==> config.mk <==
export PLATFORM = sky130hd
export DESIGN_NAME = decodeStage
export DESIGN_NICKNAME = d
export VERILOG_FILES = /design/src/common/mipsPkg.sv /design/src/controlUnit/aluDecoder.sv /design/src/controlUnit/controlUnit.sv /design/src/verilog/branchResolver.sv /design/src/verilog/decodeStage.sv /design/src/verilog/idExRegister.sv
export SDC_FILE = /design/constraint.sdc
export NUM_CORES = 1
export LEC_CHECK = 0
export CAP_MARGIN = 0
export CORE_MARGIN = 2
export CORE_UTILIZATION = 60
export DETAILED_ROUTE_END_ITERATION = 10
export DONT_BUFFER_PORTS = 1
export GPL_ROUTABILITY_DRIVEN = 1
export PLACE_DENSITY = 0.8
export REMOVE_ABC_BUFFERS = 1
export SYNTH_ARGS = -nofsm -noshare
export SYNTH_HDL_FRONTEND = slang
export SYNTH_SLANG_ARGS = --single-unit
==> constraint.sdc <==
create_clock -name clk -period 6.1 [get_ports clk]
set_input_delay 0.915 -clock clk [delete_from_list [all_inputs] [get_ports clk]]
set_output_delay 0.915 -clock clk [all_outputs]
set_load 0.01 [all_outputs]
==> src/common/mipsPkg.sv <==
// MIPS decode stage encodings for opcodes, function codes, ALU and control-flow kinds and widths
package mipsPkg;

	// Datapath and register file geometry
	localparam int dataWidth = 32;
	localparam int regAddrWidth = 5;

	// JAL writes its return address here
	localparam logic [regAddrWidth-1:0] linkReg = 5'd31;

	// Primary opcode in instr[31:26]
	typedef enum logic [5:0] {
		OP_RTYPE  = 6'h00,
		OP_REGIMM = 6'h01,
		OP_J      = 6'h02,
		OP_JAL    = 6'h03,
		OP_BEQ    = 6'h04,
		OP_BNE    = 6'h05,
		OP_BLEZ   = 6'h06,
		OP_BGTZ   = 6'h07,
		OP_ADDIU  = 6'h09,
		OP_SLTI   = 6'h0a,
		OP_SLTIU  = 6'h0b,
		OP_ANDI   = 6'h0c,
		OP_ORI    = 6'h0d,
		OP_XORI   = 6'h0e,
		OP_LUI    = 6'h0f,
		OP_COP0   = 6'h10,
		OP_LB     = 6'h20,
		OP_LH     = 6'h21,
		OP_LW     = 6'h23,
		OP_LBU    = 6'h24,
		OP_LHU    = 6'h25,
		OP_SB     = 6'h28,
		OP_SH     = 6'h29,
		OP_SW     = 6'h2b
	} opcodeE;

	// R-type function code in instr[5:0]
	typedef enum logic [5:0] {
		FN_SLL  = 6'h00,
		FN_SRL  = 6'h02,
		FN_SRA  = 6'h03,
		FN_SLLV = 6'h04,
		FN_SRLV = 6'h06,
		FN_SRAV = 6'h07,
		FN_JR   = 6'h08,
		FN_JALR = 6'h09,
		FN_ADDU = 6'h21,
		FN_SUBU = 6'h23,
		FN_AND  = 6'h24,
		FN_OR   = 6'h25,
		FN_XOR  = 6'h26,
		FN_NOR  = 6'h27,
		FN_SLT  = 6'h2a,
		FN_SLTU = 6'h2b
	} functE;

	// ALU operation with ADD at zero so a cleared register reads as ADD
	typedef enum logic [3:0] {
		ALU_ADD  = 4'd0,
		ALU_SUB  = 4'd1,
		ALU_AND  = 4'd2,
		ALU_OR   = 4'd3,
		ALU_XOR  = 4'd4,
		ALU_NOR  = 4'd5,
		ALU_SLT  = 4'd6,
		ALU_SLTU = 4'd7,
		ALU_SLL  = 4'd8,
		ALU_SRL  = 4'd9,
		ALU_SRA  = 4'd10,
		ALU_LUI  = 4'd11
	} aluOpE;

	// Control-flow kind resolved in decode
	typedef enum logic [3:0] {
		JB_NONE = 4'd0,
		JB_JUMP = 4'd1,
		JB_JREG = 4'd2,
		JB_BEQ  = 4'd3,
		JB_BNE  = 4'd4,
		JB_BLEZ = 4'd5,
		JB_BGTZ = 4'd6,
		JB_BLTZ = 4'd7,
		JB_BGEZ = 4'd8
	} jumpBranchE;

	// Memory access size and kind with LB doubling as no access
	typedef enum logic [2:0] {
		LS_LB  = 3'd0,
		LS_LH  = 3'd1,
		LS_LW  = 3'd2,
		LS_LBU = 3'd3,
		LS_LHU = 3'd4,
		LS_SB  = 3'd5,
		LS_SH  = 3'd6,
		LS_SW  = 3'd7
	} ldStE;

	// Second ALU operand source
	typedef enum logic [2:0] {
		SRCB_RT      = 3'd0,
		SRCB_RS      = 3'd1,
		SRCB_SEXTIMM = 3'd2,
		SRCB_ZEXTIMM = 3'd3,
		SRCB_ZERO    = 3'd4,
		SRCB_SHAMT   = 3'd5
	} srcBE;

endpackage

==> src/controlUnit/aluDecoder.sv <==
// ALU function decoder mapping opcode and function code to an ALU operation
module aluDecoder import mipsPkg::*; (
	input opcodeE opcode,
	input functE funct,
	output aluOpE aluOp
);

	always_comb begin
		aluOp = ALU_ADD;
		case (opcode)
			OP_RTYPE: begin
				case (funct)
					FN_SLL, FN_SLLV: aluOp = ALU_SLL;
					FN_SRL, FN_SRLV: aluOp = ALU_SRL;
					FN_SRA, FN_SRAV: aluOp = ALU_SRA;
					FN_ADDU: aluOp = ALU_ADD;
					FN_SUBU: aluOp = ALU_SUB;
					FN_AND: aluOp = ALU_AND;
					FN_OR: aluOp = ALU_OR;
					FN_XOR: aluOp = ALU_XOR;
					FN_NOR: aluOp = ALU_NOR;
					FN_SLT: aluOp = ALU_SLT;
					FN_SLTU: aluOp = ALU_SLTU;
					// JR, JALR and unknown codes
					default: aluOp = ALU_ADD;
				endcase
			end
			OP_ADDIU: aluOp = ALU_ADD;
			OP_SLTI: aluOp = ALU_SLT;
			OP_SLTIU: aluOp = ALU_SLTU;
			OP_ANDI: aluOp = ALU_AND;
			OP_ORI: aluOp = ALU_OR;
			OP_XORI: aluOp = ALU_XOR;
			OP_LUI: aluOp = ALU_LUI;
			// Address generation is base plus offset
			OP_LB, OP_LH, OP_LW, OP_LBU, OP_LHU: aluOp = ALU_ADD;
			OP_SB, OP_SH, OP_SW: aluOp = ALU_ADD;
			default: aluOp = ALU_ADD;
		endcase
	end

endmodule

==> src/controlUnit/controlUnit.sv <==
// Main decoder turning an instruction word into the decode stage control signals
module controlUnit import mipsPkg::*; (
	input logic [31:0] instr,
	output aluOpE aluOp,
	output srcBE srcB,
	output logic aluRegSel,
	output logic regDest,
	output logic jalCtrl,
	output logic pcPlus8,
	output logic regWrite,
	output logic memToReg,
	output ldStE ldSt,
	output jumpBranchE jumpBranch
);

	opcodeE opcode;
	functE funct;
	logic [regAddrWidth-1:0] rs;
	logic [regAddrWidth-1:0] rt;

	assign opcode = opcodeE'(instr[31:26]);
	assign funct = functE'(instr[5:0]);
	assign rs = instr[25:21];
	assign rt = instr[20:16];

	aluDecoder i_aluDecoder (
		.opcode(opcode),
		.funct(funct),
		.aluOp(aluOp)
	);

	always_comb begin
		// Defaults describe a no-op that unknown opcodes keep
		srcB = SRCB_RT;
		aluRegSel = 1'b0;
		regDest = 1'b0;
		jalCtrl = 1'b0;
		pcPlus8 = 1'b0;
		regWrite = 1'b0;
		memToReg = 1'b0;
		ldSt = LS_LB;
		jumpBranch = JB_NONE;

		case (opcode)
			OP_RTYPE: begin
				regDest = 1'b1;
				regWrite = 1'b1;
				case (funct)
					FN_SLL, FN_SRL, FN_SRA: begin
						srcB = SRCB_SHAMT;
						aluRegSel = 1'b1;
					end
					FN_SLLV, FN_SRLV, FN_SRAV: begin
						srcB = SRCB_RS;
						aluRegSel = 1'b1;
					end
					FN_JR: begin
						regWrite = 1'b0;
						jumpBranch = JB_JREG;
					end
					FN_JALR: begin
						pcPlus8 = 1'b1;
						jumpBranch = JB_JREG;
					end
					default: ;
				endcase
			end

			// Loads write rt from memory
			OP_LB, OP_LH, OP_LW, OP_LBU, OP_LHU: begin
				srcB = SRCB_SEXTIMM;
				regWrite = 1'b1;
				memToReg = 1'b1;
				case (opcode)
					OP_LH: ldSt = LS_LH;
					OP_LW: ldSt = LS_LW;
					OP_LBU: ldSt = LS_LBU;
					OP_LHU: ldSt = LS_LHU;
					default: ldSt = LS_LB;
				endcase
			end

			OP_SB, OP_SH, OP_SW: begin
				srcB = SRCB_SEXTIMM;
				case (opcode)
					OP_SH: ldSt = LS_SH;
					OP_SW: ldSt = LS_SW;
					default: ldSt = LS_SB;
				endcase
			end

			OP_ADDIU, OP_SLTI, OP_SLTIU: begin
				srcB = SRCB_SEXTIMM;
				regWrite = 1'b1;
			end

			// Logical immediates and LUI take the raw 16 bits
			OP_ANDI, OP_ORI, OP_XORI, OP_LUI: begin
				srcB = SRCB_ZEXTIMM;
				regWrite = 1'b1;
			end

			OP_J: begin
				srcB = SRCB_ZEXTIMM;
				regDest = 1'b1;
				jumpBranch = JB_JUMP;
			end

			OP_JAL: begin
				srcB = SRCB_ZEXTIMM;
				regDest = 1'b1;
				jalCtrl = 1'b1;
				pcPlus8 = 1'b1;
				regWrite = 1'b1;
				jumpBranch = JB_JUMP;
			end

			OP_BEQ, OP_BNE: begin
				regDest = 1'b1;
				jumpBranch = (opcode == OP_BEQ) ? JB_BEQ : JB_BNE;
			end

			OP_BLEZ, OP_BGTZ: begin
				srcB = SRCB_ZERO;
				regDest = 1'b1;
				jumpBranch = (opcode == OP_BLEZ) ? JB_BLEZ : JB_BGTZ;
			end

			// rt selects between BLTZ and BGEZ
			OP_REGIMM: begin
				srcB = SRCB_ZERO;
				regDest = 1'b1;
				jumpBranch = (rt == '0) ? JB_BLTZ : JB_BGEZ;
			end

			// MFC has rs zero and writes a GPR while MTC does not
			OP_COP0: begin
				aluRegSel = 1'b1;
				regWrite = (rs == '0);
			end

			default: ;
		endcase
	end

endmodule

==> src/verilog/branchResolver.sv <==
// Branch and jump resolver steering fetch from the decode stage
module branchResolver import mipsPkg::*; (
	input jumpBranchE jumpBranch,
	input logic [31:0] instr,
	input logic [31:0] pc,
	input logic [31:0] rsValue,
	input logic [31:0] rtValue,
	input logic stall,
	input logic flush,
	output logic redirect,
	output logic [31:0] redirectTarget
);

	logic [31:0] pcPlus4;
	logic [31:0] branchOffset;
	logic rsNeg;
	logic rsZero;
	logic taken;

	assign pcPlus4 = pc + 32'd4;
	assign branchOffset = {{14{instr[15]}}, instr[15:0], 2'b00};

	// Signed compare of rs against zero
	assign rsNeg = $signed(rsValue) < 0;
	assign rsZero = (rsValue == '0);

	always_comb begin
		case (jumpBranch)
			JB_JUMP, JB_JREG: taken = 1'b1;
			JB_BEQ: taken = (rsValue == rtValue);
			JB_BNE: taken = (rsValue != rtValue);
			JB_BLEZ: taken = rsNeg | rsZero;
			JB_BGTZ: taken = !rsNeg && !rsZero;
			JB_BLTZ: taken = rsNeg;
			JB_BGEZ: taken = !rsNeg;
			default: taken = 1'b0;
		endcase
	end

	always_comb begin
		case (jumpBranch)
			// Region of the delay slot plus the word index
			JB_JUMP: redirectTarget = {pcPlus4[31:28], instr[25:0], 2'b00};
			JB_JREG: redirectTarget = rsValue;
			default: redirectTarget = pcPlus4 + branchOffset;
		endcase
	end

	// A held or killed instruction must not steer fetch
	assign redirect = taken && !stall && !flush;

endmodule

==> src/verilog/decodeStage.sv <==
// Instruction decode stage top level joining control, branch resolution and the ID/EX register
module decodeStage import mipsPkg::*; #(
	parameter logic [31:0] resetPc = 32'h0
) (
	input logic clk,
	input logic rstN,
	input logic [31:0] instr,
	input logic [31:0] pc,
	input logic [dataWidth-1:0] rsValue,
	input logic [dataWidth-1:0] rtValue,
	input logic stall,
	input logic flush,
	output logic redirect,
	output logic [31:0] redirectTarget,
	output aluOpE exAluOp,
	output logic exAluRegSel,
	output logic exRegWrite,
	output logic exMemToReg,
	output ldStE exLdSt,
	output logic exPcPlus8,
	output logic [regAddrWidth-1:0] exWriteReg,
	output logic [dataWidth-1:0] exOperandA,
	output logic [dataWidth-1:0] exOperandB,
	output logic [31:0] exPc
);

	aluOpE aluOp;
	srcBE srcB;
	logic aluRegSel;
	logic regDest;
	logic jalCtrl;
	logic pcPlus8;
	logic regWrite;
	logic memToReg;
	ldStE ldSt;
	jumpBranchE jumpBranch;

	controlUnit i_controlUnit (
		.instr(instr),
		.aluOp(aluOp),
		.srcB(srcB),
		.aluRegSel(aluRegSel),
		.regDest(regDest),
		.jalCtrl(jalCtrl),
		.pcPlus8(pcPlus8),
		.regWrite(regWrite),
		.memToReg(memToReg),
		.ldSt(ldSt),
		.jumpBranch(jumpBranch)
	);

	// Redirect is resolved in the same cycle
	branchResolver i_branchResolver (
		.jumpBranch(jumpBranch),
		.instr(instr),
		.pc(pc),
		.rsValue(rsValue),
		.rtValue(rtValue),
		.stall(stall),
		.flush(flush),
		.redirect(redirect),
		.redirectTarget(redirectTarget)
	);

	idExRegister #(
		.resetPc(resetPc)
	) i_idExRegister (
		.clk(clk),
		.rstN(rstN),
		.stall(stall),
		.flush(flush),
		.instr(instr),
		.pc(pc),
		.rsValue(rsValue),
		.rtValue(rtValue),
		.aluOp(aluOp),
		.srcB(srcB),
		.aluRegSel(aluRegSel),
		.regDest(regDest),
		.jalCtrl(jalCtrl),
		.pcPlus8(pcPlus8),
		.regWrite(regWrite),
		.memToReg(memToReg),
		.ldSt(ldSt),
		.exAluOp(exAluOp),
		.exAluRegSel(exAluRegSel),
		.exRegWrite(exRegWrite),
		.exMemToReg(exMemToReg),
		.exLdSt(exLdSt),
		.exPcPlus8(exPcPlus8),
		.exWriteReg(exWriteReg),
		.exOperandA(exOperandA),
		.exOperandB(exOperandB),
		.exPc(exPc)
	);

endmodule

==> src/verilog/idExRegister.sv <==
// ID/EX pipeline register with operand and destination select, stall hold and flush bubble
module idExRegister import mipsPkg::*; #(
	parameter logic [31:0] resetPc = 32'h0
) (
	input logic clk,
	input logic rstN,
	input logic stall,
	input logic flush,
	input logic [31:0] instr,
	input logic [31:0] pc,
	input logic [dataWidth-1:0] rsValue,
	input logic [dataWidth-1:0] rtValue,
	input aluOpE aluOp,
	input srcBE srcB,
	input logic aluRegSel,
	input logic regDest,
	input logic jalCtrl,
	input logic pcPlus8,
	input logic regWrite,
	input logic memToReg,
	input ldStE ldSt,
	output aluOpE exAluOp,
	output logic exAluRegSel,
	output logic exRegWrite,
	output logic exMemToReg,
	output ldStE exLdSt,
	output logic exPcPlus8,
	output logic [regAddrWidth-1:0] exWriteReg,
	output logic [dataWidth-1:0] exOperandA,
	output logic [dataWidth-1:0] exOperandB,
	output logic [31:0] exPc
);

	logic [dataWidth-1:0] operandA;
	logic [dataWidth-1:0] operandB;
	logic [regAddrWidth-1:0] writeReg;
	logic isShift;

	// Shifts put rs or shamt on B, so the shifted value rt goes on A
	assign isShift = (srcB == SRCB_SHAMT) || (srcB == SRCB_RS);
	assign operandA = isShift ? rtValue : rsValue;

	always_comb begin
		case (srcB)
			SRCB_RT: operandB = rtValue;
			SRCB_RS: operandB = rsValue;
			SRCB_SEXTIMM: operandB = {{(dataWidth-16){instr[15]}}, instr[15:0]};
			SRCB_ZEXTIMM: operandB = {{(dataWidth-16){1'b0}}, instr[15:0]};
			SRCB_SHAMT: operandB = {{(dataWidth-5){1'b0}}, instr[10:6]};
			default: operandB = '0;
		endcase
	end

	// JAL link register first, then rd for R-type style, else rt
	assign writeReg = jalCtrl ? linkReg : (regDest ? instr[15:11] : instr[20:16]);

	always_ff @(posedge clk or negedge rstN) begin
		if (!rstN) begin
			exAluOp <= ALU_ADD;
			exAluRegSel <= 1'b0;
			exRegWrite <= 1'b0;
			exMemToReg <= 1'b0;
			exLdSt <= LS_LB;
			exPcPlus8 <= 1'b0;
			exWriteReg <= '0;
			exOperandA <= '0;
			exOperandB <= '0;
			exPc <= resetPc;
		end else if (stall) begin
			// Stall wins over flush and holds everything
		end else if (flush) begin
			// Bubble that neither writes a register nor touches memory
			exAluOp <= ALU_ADD;
			exAluRegSel <= 1'b0;
			exRegWrite <= 1'b0;
			exMemToReg <= 1'b0;
			exLdSt <= LS_LB;
			exPcPlus8 <= 1'b0;
			exWriteReg <= '0;
			exOperandA <= '0;
			exOperandB <= '0;
			exPc <= pc;
		end else begin
			exAluOp <= aluOp;
			exAluRegSel <= aluRegSel;
			exRegWrite <= regWrite;
			exMemToReg <= memToReg;
			exLdSt <= ldSt;
			exPcPlus8 <= pcPlus8;
			exWriteReg <= writeReg;
			exOperandA <= operandA;
			exOperandB <= operandB;
			exPc <= pc;
		end
	end

	// A flushed slot reaches execute without any write side effect
	assert property (@(posedge clk) disable iff (!rstN)
		(flush && !stall) |=> (!exRegWrite && !exMemToReg));

	// Stalled cycle leaves the whole register untouched
	assert property (@(posedge clk) disable iff (!rstN)
		stall |=> $stable({exAluOp, exAluRegSel, exRegWrite, exMemToReg, exLdSt,
			exPcPlus8, exWriteReg, exOperandA, exOperandB, exPc}));

endmodule
==> results_dict.tcl, run 1 <==
set metrics [dict create \
    p_comb_frac 0.213 \
    required_ns 5.18 \
    rr_worst_depth 1 \
    synth-warning-count 0 \
    regToRegEndpoint "i_idExRegister.exPc[9]$_DFFE_PN0N_" \
    fin_crit_ns 5.19 \
    detail-route-antenna-nets 0 \
    drive_gt1_frac 0.0763 \
    cts-buffers-inserted 9 \
    wl_per_cell_um 24.2 \
    hp-class "input pin to asynchronous set/reset pin" \
    syn_to_final_growth_pct 4.20 \
    cp-start-kind "input pin" \
    setup_viol 0 \
    cap_violations 0 \
    run_status "finished, final reports clean" \
    die_area_sq_mm 0.0147 \
    antennaDiodeCount 0 \
    ys.flop_type "dfrtp_1" \
    core_sq_mm 0.0133 \
    ys_types 64 \
    post_drt_via_cell_ratio 7.10 \
    crit_path_max_incr_delay_ns 0.55 \
    cts_hold_buf 0 \
    switching_power_w 0.000605 \
    cp_slowest_cell "nor3_1" \
    synthArstFlopShare 1.00 \
    final_hold_viol_count 0 \
    p_sw_frac 0.317 \
    netlist_instances 942 \
    post-route-period-util 0.850 \
    grt_overflow 0 \
    post-cts-setup-buffers 0 \
    die_h_um 121 \
    synth_top_area_cell "dfrtp_1" \
    path_cells "and3_1 > and3_1 > nand4_1 > nor3_1 > xor2_1 > ha_1 > a21o_1 > a21o_1 > a21oi_1 > nor2_1 > a221oi_1 > a21oi_1 > xnor2_1 > o21ai_1" \
    cts-resized-gates 0 \
    clkPwrFrac 0.326 \
    cts_root_buf "clkbuf_16" \
    grt_first_pass_wirelength_mm 39.5 \
    synth_area_sq_mm 0.00822 \
    finalMaxSlewViolations 0 \
    h-tree-depth 3 \
    r2r_slack_ns 5.27 \
    worstSetupPathType "input pin to primary output" \
    firstDrtPassIters 8 \
    grt_max_degree 124 \
    cts.sinks 112 \
    insertion_delay_ns 0.35 \
    nNetsFinal 1063 \
    fin_cells 1080 \
    synth_top_area_frac 0.341 \
    cts.path.max_buffers 2 \
    power.density_mw_per_mm2 223 \
    clkTransAtPathRegs_ns 0.08 \
    max_freq_mhz 193 \
    port_buffers 0 \
    ys_seq_elements 112 \
    p_leak_nw 3.43 \
    rsz0062_at_grt "false" \
    syn_area_per_cell_sq_um 8.73 \
    cts_tree "done" \
    vias 7673 \
    drc 0 \
    startpoint "pc[4]" \
    ir_worst_vdd_v 0.000136 \
    drt-initial-drc-count 861 \
    track_usage 0.346 \
    io_pins 277 \
    setup_tns_ns 0 \
    core.rowCount 42 \
    critPathCaptureType "primary output" \
    synth_edf_count 0 \
    seqPwrFrac 0.461 \
    drt_wl_total_mm 26.2 \
    endpoint "redirectTarget[28]" \
    crit_fanout 5 \
    fp.dieW_um 121 \
    finalClockSkew_ns 0 \
    maxSlewHeadroom 0.211 \
    dp_hpwl_mm 19.3 \
    worstPathArrival_ns 4.27 \
    grt_pass1_vias 7114 \
    synthTopCellsByArea "dfrtp_1 34%, o21ai_1 6.1%, xor2_1 6.0%" \
    p_int_w 0.00130 \
    place_congestion 0.987 \
    placed_cells 1065 \
    tightest_slew_ns 1.18 \
    antenna_found_initial 0 \
    ys_seq_area_frac 0.341 \
    r2r_start "i_idExRegister.exPc[9]$_DFFE_PN0N_" \
    start_util 0.619 \
]
## cell type report
cell class / instances / area, sq um
multi-input combinational: 760 / 5160
inverter: 11 / 41.3
clock buffer: 9 / 225
timing repair buffer: 6 / 45.0
fill: 1113 / 4730
tap: 176 / 220
sequential: 112 / 2800
clock inverter: 6 / 75.1
## flip-flops by register name (all words and copies together) (netlist names)
signal,cells
i_idExRegister.exOperandA,32
i_idExRegister.exOperandB,32
i_idExRegister.exPc,32
i_idExRegister.exWriteReg,5
i_idExRegister.exAluOp,4
i_idExRegister.exLdSt,3
i_idExRegister.exAluRegSel,1
i_idExRegister.exMemToReg,1
i_idExRegister.exPcPlus8,1
i_idExRegister.exRegWrite,1
## worst max-delay path, delay by kind of cell
| family | cells | cell delay [ns] |
|---|---|---|
| and+or+nand+nor | 5 | 1.28 |
| adders and majority gates | 1 | 0.37 |
| xor gates and xnor gates | 2 | 0.28 |
| AOI/OAI and AO/OA | 6 | 1.43 |
## power by group through the flow
| stage | clock [W] | sequential (W) | combinational [W] |
|---|---|---|---|
| 2_1_floorplan | 0 | 0.000879 | 0.000326 |
| 3_3_place_gp | 0 | 0.000893 | 0.000391 |
| 3_5_place_dp | 0 | 0.000894 | 0.000400 |
| 4_1_cts | 0.000626 | 0.000880 | 0.000402 |
| 5_1_grt | 0.000655 | 0.000887 | 0.000447 |
| 6_report | 0.000622 | 0.000880 | 0.000406 |
## cells in the mapped netlist, types with 4 or more instances
| cell | count |
|---|---|
| a211oi_1 | 5 |
| a21o_1 | 18 |
| a21oi_1 | 34 |
| a221oi_1 | 19 |
| a222oi_1 | 15 |
| a22o_1 | 9 |
| a22oi_1 | 33 |
| a311oi_1 | 6 |
| a31oi_1 | 5 |
| and3_1 | 6 |
| buf_1 | 5 |
| buf_2 | 12 |
| clkbuf_1 | 42 |
| dfrtp_1 | 112 |
| ha_1 | 30 |
| inv_1 | 10 |
| mux2_2 | 36 |
| mux2i_1 | 33 |
| nand2_1 | 125 |
| nand2b_1 | 5 |
| nand3_1 | 23 |
| nand4_1 | 15 |
| nor2_1 | 43 |
| nor2b_1 | 7 |
| nor3_1 | 8 |
| nor4_1 | 19 |
| o21ai_0 | 23 |
| o21ai_1 | 100 |
| o21bai_1 | 4 |
| o22ai_1 | 5 |
| xnor2_1 | 31 |
| xor2_1 | 56 |
## stage by stage
step	setup slack (ns)	cell area (sq um)	total power, W	hold slack, ns	util
after floorplan	1.31	7990	0.00121	0.513	-
after global placement	0.981	8270	0.00128	0.533	0.622
after detailed placement	0.925	8270	0.00129	0.542	0.622
after CTS	0.908	8570	0.00191	0.232	0.645
after global routing	0.571	8570	0.00199	0.227	0.645
final	0.913	8570	0.00191	0.239	0.645
## worst min path at each step
stage,depth (start not counted),start,endpoint,slack [ns]
6_report,0,rstN,i_idExRegister.exPc[5]$_DFFE_PN0N_,0.24
5_1_grt,0,rstN,i_idExRegister.exPc[5]$_DFFE_PN0N_,0.23
4_1_cts,0,rstN,i_idExRegister.exPc[5]$_DFFE_PN0N_,0.23
3_5_place_dp,1,i_idExRegister.exWriteReg[2]$_DFFE_PN0N_,i_idExRegister.exWriteReg[2]$_DFFE_PN0N_,0.54
3_3_place_gp,2,i_idExRegister.exPc[2]$_DFFE_PN0N_,i_idExRegister.exPc[2]$_DFFE_PN0N_,0.53
2_1_floorplan,2,i_idExRegister.exAluRegSel$_DFFE_PN0N_,i_idExRegister.exAluRegSel$_DFFE_PN0N_,0.51
## cell usage in the layout, fill, tap and decap left out, types with 9 or more instances in the layout
cell type and instances:
a21o_1 18, a21oi_1 34, a221oi_1 19, a222oi_1 15
a22o_1 9, a22oi_1 33, clkbuf_16 9, dfrtp_1 112
ha_1 30, inv_1 10, mux2_2 36, mux2i_1 33
nand2_1 125, nand3_1 23, nand4_1 15, nor2_1 41
nor4_1 19, o21ai_0 23, o21ai_1 99, xnor2_1 31
xor2_1 56
## cells by family after synthesis
logic type | after synthesis | synth area share
compound gates | 303 | 0.243
simple gates | 270 | 0.153
flops | 112 | 0.341
xor+xnor | 87 | 0.0927
buf+inv | 70 | 0.0338
mux | 69 | 0.0895
fa+ha+maj | 31 | 0.0481
## layer usage
layer	part of all wire	track usage	up-vias	wire (um)
li1	-	-	3427	-
met1	0.37	0.440	3620	9800
met2	0.45	0.541	536	11700
met3	0.13	0.116	90	3490
met4	0.045	0.143	0	1190
met5	0	0	-	0
Power figures use the tool's default switching activity.
==> inputs of run 2 (changes only) <==
Settings changed: CORE_MARGIN 2 to not set.
==> run 2 against run 1 <==
Net effect:
- power grew 0.58%
- utilization grew 0.094 points
- largest power group unchanged
- first-iteration DRC count grew 16%
==> results_dict.tcl, run 2 (synthesis gave the netlist of run 1 again) <==
set metrics [dict create \
    finalClockSkew_ns 0 \
    cts.path.max_buffers 2 \
    critPathCaptureType "primary output" \
    core.rowCount 42 \
    fp.dieW_um 119 \
    drc 0 \
    die_area_sq_mm 0.0142 \
    crit_path_max_incr_delay_ns 0.59 \
    drive_gt1_frac 0.0773 \
    nFillCells 1113 \
    cp-start-kind "input pin" \
    rr_worst_depth 1 \
    vias 7594 \
    r2r_start "i_idExRegister.exPc[16]$_DFFE_PN0N_" \
    maxSlewHeadroom 0.240 \
    post-cts-setup-buffers 0 \
    place_congestion 0.914 \
    start_util 0.619 \
    crit_fanout 5 \
    seq_area_sq_mm 0.00280 \
    tightest_slew_ns 1.14 \
    p_leak_nw 3.43 \
    worstSetupPathType "input pin to primary output" \
    insertion_delay_ns 0.36 \
    cap_violations 0 \
    multi_input_area_sq_mm 0.00516 \
    track_usage 0.371 \
    wl_per_cell_um 24.3 \
    core_sq_mm 0.0133 \
    grt_first_pass_wirelength_mm 40.8 \
    post-route-period-util 0.880 \
    detail-route-antenna-nets 0 \
    finalMaxSlewViolations 0 \
    clkPwrFrac 0.330 \
    clkTransAtPathRegs_ns 0.09 \
    crit_buf_inv 0 \
    firstDrtPassIters 8 \
    cts_hold_buf 0 \
    post_drt_via_cell_ratio 7.02 \
    drt_wl_total_mm 26.3 \
    nNetsFinal 1064 \
    cp_slowest_cell "nor3_1" \
    max_freq_mhz 186 \
    final_cell_area_sq_mm 0.00858 \
    rsz0062_at_grt "false" \
    antenna_found_initial 1 \
    setup_tns_ns 0 \
    grt_max_degree 124 \
    regToRegEndpoint "i_idExRegister.exPc[16]$_DFFE_PN0N_" \
    final_cell_mix "125 x nand2_1, 112 x dfrtp_1, 99 x o21ai_1" \
    hp-class "input pin to asynchronous set/reset pin" \
    required_ns 5.18 \
    cts.sinks 112 \
    cts_tree "done" \
    port_buffers 0 \
    r2r_slack_ns 5.27 \
    switching_power_w 0.000614 \
    p_int_w 0.00131 \
    ir_worst_vdd_v 0.000160 \
    run_status "finished, final reports clean" \
    path_cells "and3_1 > and3_1 > nand4_1 > nor3_1 > xor2_1 > ha_1 > a21o_1 > a21o_1 > a21oi_1 > nor2_1 > a221oi_1 > a21oi_1 > xnor2_1 > o21ai_1" \
    grt_pass1_vias 7330 \
    power.density_mw_per_mm2 224 \
    dp_hpwl_mm 19.3 \
    utilization 0.645 \
    grt_overflow 0 \
    worstPathArrival_ns 4.45 \
    syn_to_final_growth_pct 4.35 \
    h-tree-depth 3 \
    setup_viol 0 \
    seqPwrFrac 0.458 \
    final_hold_viol_count 0 \
    top_regs "i_idExRegister.exOperandA x32, i_idExRegister.exOperandB x32, i_idExRegister.exPc x32" \
    cts-resized-gates 0 \
    cts_root_buf "clkbuf_16" \
    die_h_um 119 \
    critical_path.top_delay_family "compound AO/OA/AOI/OAI gates" \
    io_pins 277 \
    fin_crit_ns 5.37 \
    place_area_sq_mm 0.00828 \
    drt-initial-drc-count 999 \
    cts-buffers-inserted 9 \
    final_common_cell "nand2_1" \
    p_comb_frac 0.212 \
    p_sw_frac 0.320 \
]
[run 2: changes by cell type in the layout (fill, tap and decap cells not counted), sizes merged]
cell   before  now
buf         6    7
diode       0    1
[run 2: area by class of cell]
| type | count | area share |
|---|---|---|
| diodes | 1 | 0.000292 |
| clock buffers | 9 | 0.0262 |
| clock inverters | 6 | 0.00904 |
| inverters | 11 | 0.00481 |
| multi-input cells | 760 | 0.601 |
| flip-flops and latches | 112 | 0.327 |
| well taps | 176 | 0.0257 |
| repair buffers | 7 | 0.00612 |
[run 2: routing by layer]
metal	global-route usage	up-vias	wire, um
li1	-	3421	-
met1	0.465	3559	9810
met2	0.593	530	12100
met3	0.111	84	3460
met4	0.161	0	988
met5	0	-	0
[run 2: metrics by stage]
step / hold WS (ns) / worst slack [ns] / total power [W] / std cells
2_1_floorplan: 0.513 / 1.31 / 0.00121 / 883
3_3_place_gp: 0.532 / 0.932 / 0.00129 / 1066
3_5_place_dp: 0.540 / 0.782 / 0.00130 / 1066
4_1_cts: 0.230 / 0.763 / 0.00192 / 1081
5_1_grt: 0.220 / 0.448 / 0.00200 / 1081
6_report: 0.231 / 0.733 / 0.00192 / 1082
[run 2: how the worst max path moves through the flow]
stage / cells past startpoint / endpoint / start
2_1_floorplan: 8 / i_idExRegister.exOperandB[0]$_DFFE_PN0N_ / instr[28]
3_3_place_gp: 14 / redirectTarget[30] / pc[4]
3_5_place_dp: 14 / redirectTarget[28] / pc[4]
4_1_cts: 14 / redirectTarget[28] / pc[4]
5_1_grt: 14 / redirectTarget[28] / pc[4]
6_report: 14 / redirectTarget[28] / pc[4]
[run 2: power groups by stage]
stage | Sequential (W) | Clock [W] | Combinational, W
2_1_floorplan | 0.000879 | 0 | 0.000326
3_3_place_gp | 0.000892 | 0 | 0.000393
3_5_place_dp | 0.000894 | 0 | 0.000402
4_1_cts | 0.000880 | 0.000637 | 0.000404
5_1_grt | 0.000886 | 0.000659 | 0.000451
6_report | 0.000880 | 0.000633 | 0.000407
==> inputs of run 3 (changes only) <==
Settings changed: MAX_ROUTING_LAYER set to met4.
==> run 3 against run 2 <==
Net effect:
- worst setup slack gained 0.034 ns
- utilization is essentially flat
- first-iteration DRC count shrank 14%
==> results_dict.tcl, run 3 (synthesis gave the netlist of run 1 again) <==
set metrics [dict create \
    nNetsFinal 1063 \
    cts-resized-gates 0 \
    setup_tns_ns 0 \
    tightest_slew_ns 1.16 \
    ir_worst_vdd_v 0.000173 \
    die_area_sq_mm 0.0142 \
    start_util 0.619 \
    grt_pass1_vias 7254 \
    grt_max_degree 124 \
    critPathCaptureType "primary output" \
    cts_hold_buf 0 \
    io_pins 277 \
    rr_worst_depth 1 \
    worstSetupPathType "input pin to primary output" \
    finalClockSkew_ns 0 \
    grt_first_pass_wirelength_mm 40.5 \
    multi_input_area_sq_mm 0.00516 \
    final_common_cell "nand2_1" \
    dp_hpwl_mm 19.2 \
    post-route-period-util 0.874 \
    seq_area_sq_mm 0.00280 \
    run_status "finished, final reports clean" \
    crit_path_max_incr_delay_ns 0.59 \
    drt-initial-drc-count 864 \
    syn_to_final_growth_pct 4.37 \
    fin_crit_ns 5.33 \
    max_freq_mhz 188 \
    critical_path.top_delay_family "compound AO/OA/AOI/OAI gates" \
    cts.path.max_buffers 2 \
    cts_tree "done" \
    setup_viol 0 \
    nFillCells 1159 \
    place_congestion 0.935 \
    final_hold_viol_count 0 \
    cts.sinks 112 \
    cp-start-kind "input pin" \
    core_sq_mm 0.0133 \
    antenna_found_initial 0 \
    clkTransAtPathRegs_ns 0.08 \
    rsz0062_at_grt "false" \
    path_cells "and3_1 > and3_1 > nand4_1 > nor3_1 > xor2_1 > ha_1 > a21o_1 > a21o_1 > a21oi_1 > nor2_1 > a221oi_1 > a21oi_1 > xnor2_1 > o21ai_1" \
    drt_wl_total_mm 26.3 \
    hp-class "input pin to asynchronous set/reset pin" \
    vias 7579 \
    detail-route-antenna-nets 0 \
    drc 0 \
    port_buffers 0 \
    crit_fanout 5 \
    power.density_mw_per_mm2 224 \
    fin_cells 1081 \
    antennaDiodeCount 0 \
    placed_cells 1065 \
    insertion_delay_ns 0.36 \
    finalMaxSlewViolations 0 \
    core.rowCount 42 \
    worstPathArrival_ns 4.42 \
    required_ns 5.18 \
    utilization 0.646 \
    track_usage 0.378 \
    maxSlewHeadroom 0.227 \
    cts_root_buf "clkbuf_16" \
    fp.dieW_um 119 \
    top_regs "i_idExRegister.exOperandA x32, i_idExRegister.exOperandB x32, i_idExRegister.exPc x32" \
    final_cell_mix "125 x nand2_1, 112 x dfrtp_1, 99 x o21ai_1" \
    cp_slowest_cell "nor3_1" \
    p_leak_nw 3.44 \
    cts-buffers-inserted 9 \
    cap_violations 0 \
    die_h_um 119 \
    post_drt_via_cell_ratio 7.01 \
    wl_per_cell_um 24.3 \
    cp.depth 14 \
    firstDrtPassIters 7 \
    post-cts-setup-buffers 0 \
    hold_slack_ns 0.239 \
    grt_overflow 0 \
    drive_gt1_frac 0.0773 \
    crit_buf_inv 0 \
    h-tree-depth 3 \
]
[run 3: metrics by stage]
stage                     worst slack [ns]  power [W]  cell area (sq um)
after detailed placement             0.821    0.00129               8270
after global routing                 0.434    0.00200               8580
after global placement               0.932    0.00128               8270
after CTS                            0.804    0.00192               8580
final                                0.767    0.00192               8580
after floorplan                       1.31    0.00121               7990
[run 3: final timing paths]
check	from	endpoint	slack, ns
setup / recovery	pc[4]	redirectTarget[28]	0.77
setup reg to reg	i_idExRegister.exPc[21]$_DFFE_PN0N_	i_idExRegister.exPc[21]$_DFFE_PN0N_	5.28
max in group asynchronous	rstN	i_idExRegister.exPc[25]$_DFFE_PN0N_	5.72
min in group clk	i_idExRegister.exOperandA[31]$_DFFE_PN0N_	i_idExRegister.exOperandA[31]$_DFFE_PN0N_	0.55
hold reg to reg	i_idExRegister.exOperandA[31]$_DFFE_PN0N_	i_idExRegister.exOperandA[31]$_DFFE_PN0N_	0.55
hold / removal	rstN	i_idExRegister.exOperandA[16]$_DFFE_PN0N_	0.24
[run 3: routing by layer]
metal | global-route usage | wire, um
met5 | - | 0
met4 | 0.150 | 913
met3 | 0.0915 | 3060
met2 | 0.589 | 12200
met1 | 0.473 | 10100
[run 3: power breakdown]
group	switching, W	leakage, nW	internal, W
Combinational	0.000229	1.85	0.000175
Clock	0.000306	0.155	0.000329
Sequential	0.0000767	1.43	0.000804
[run 3: final cells by class]
cell class,instances,area share
multi-input combinational,760,0.601
sequential,112,0.327
clock buffer,9,0.0262
tap,176,0.0257
clock inverter,7,0.0103
timing repair buffer,6,0.00525
inverter,11,0.00481
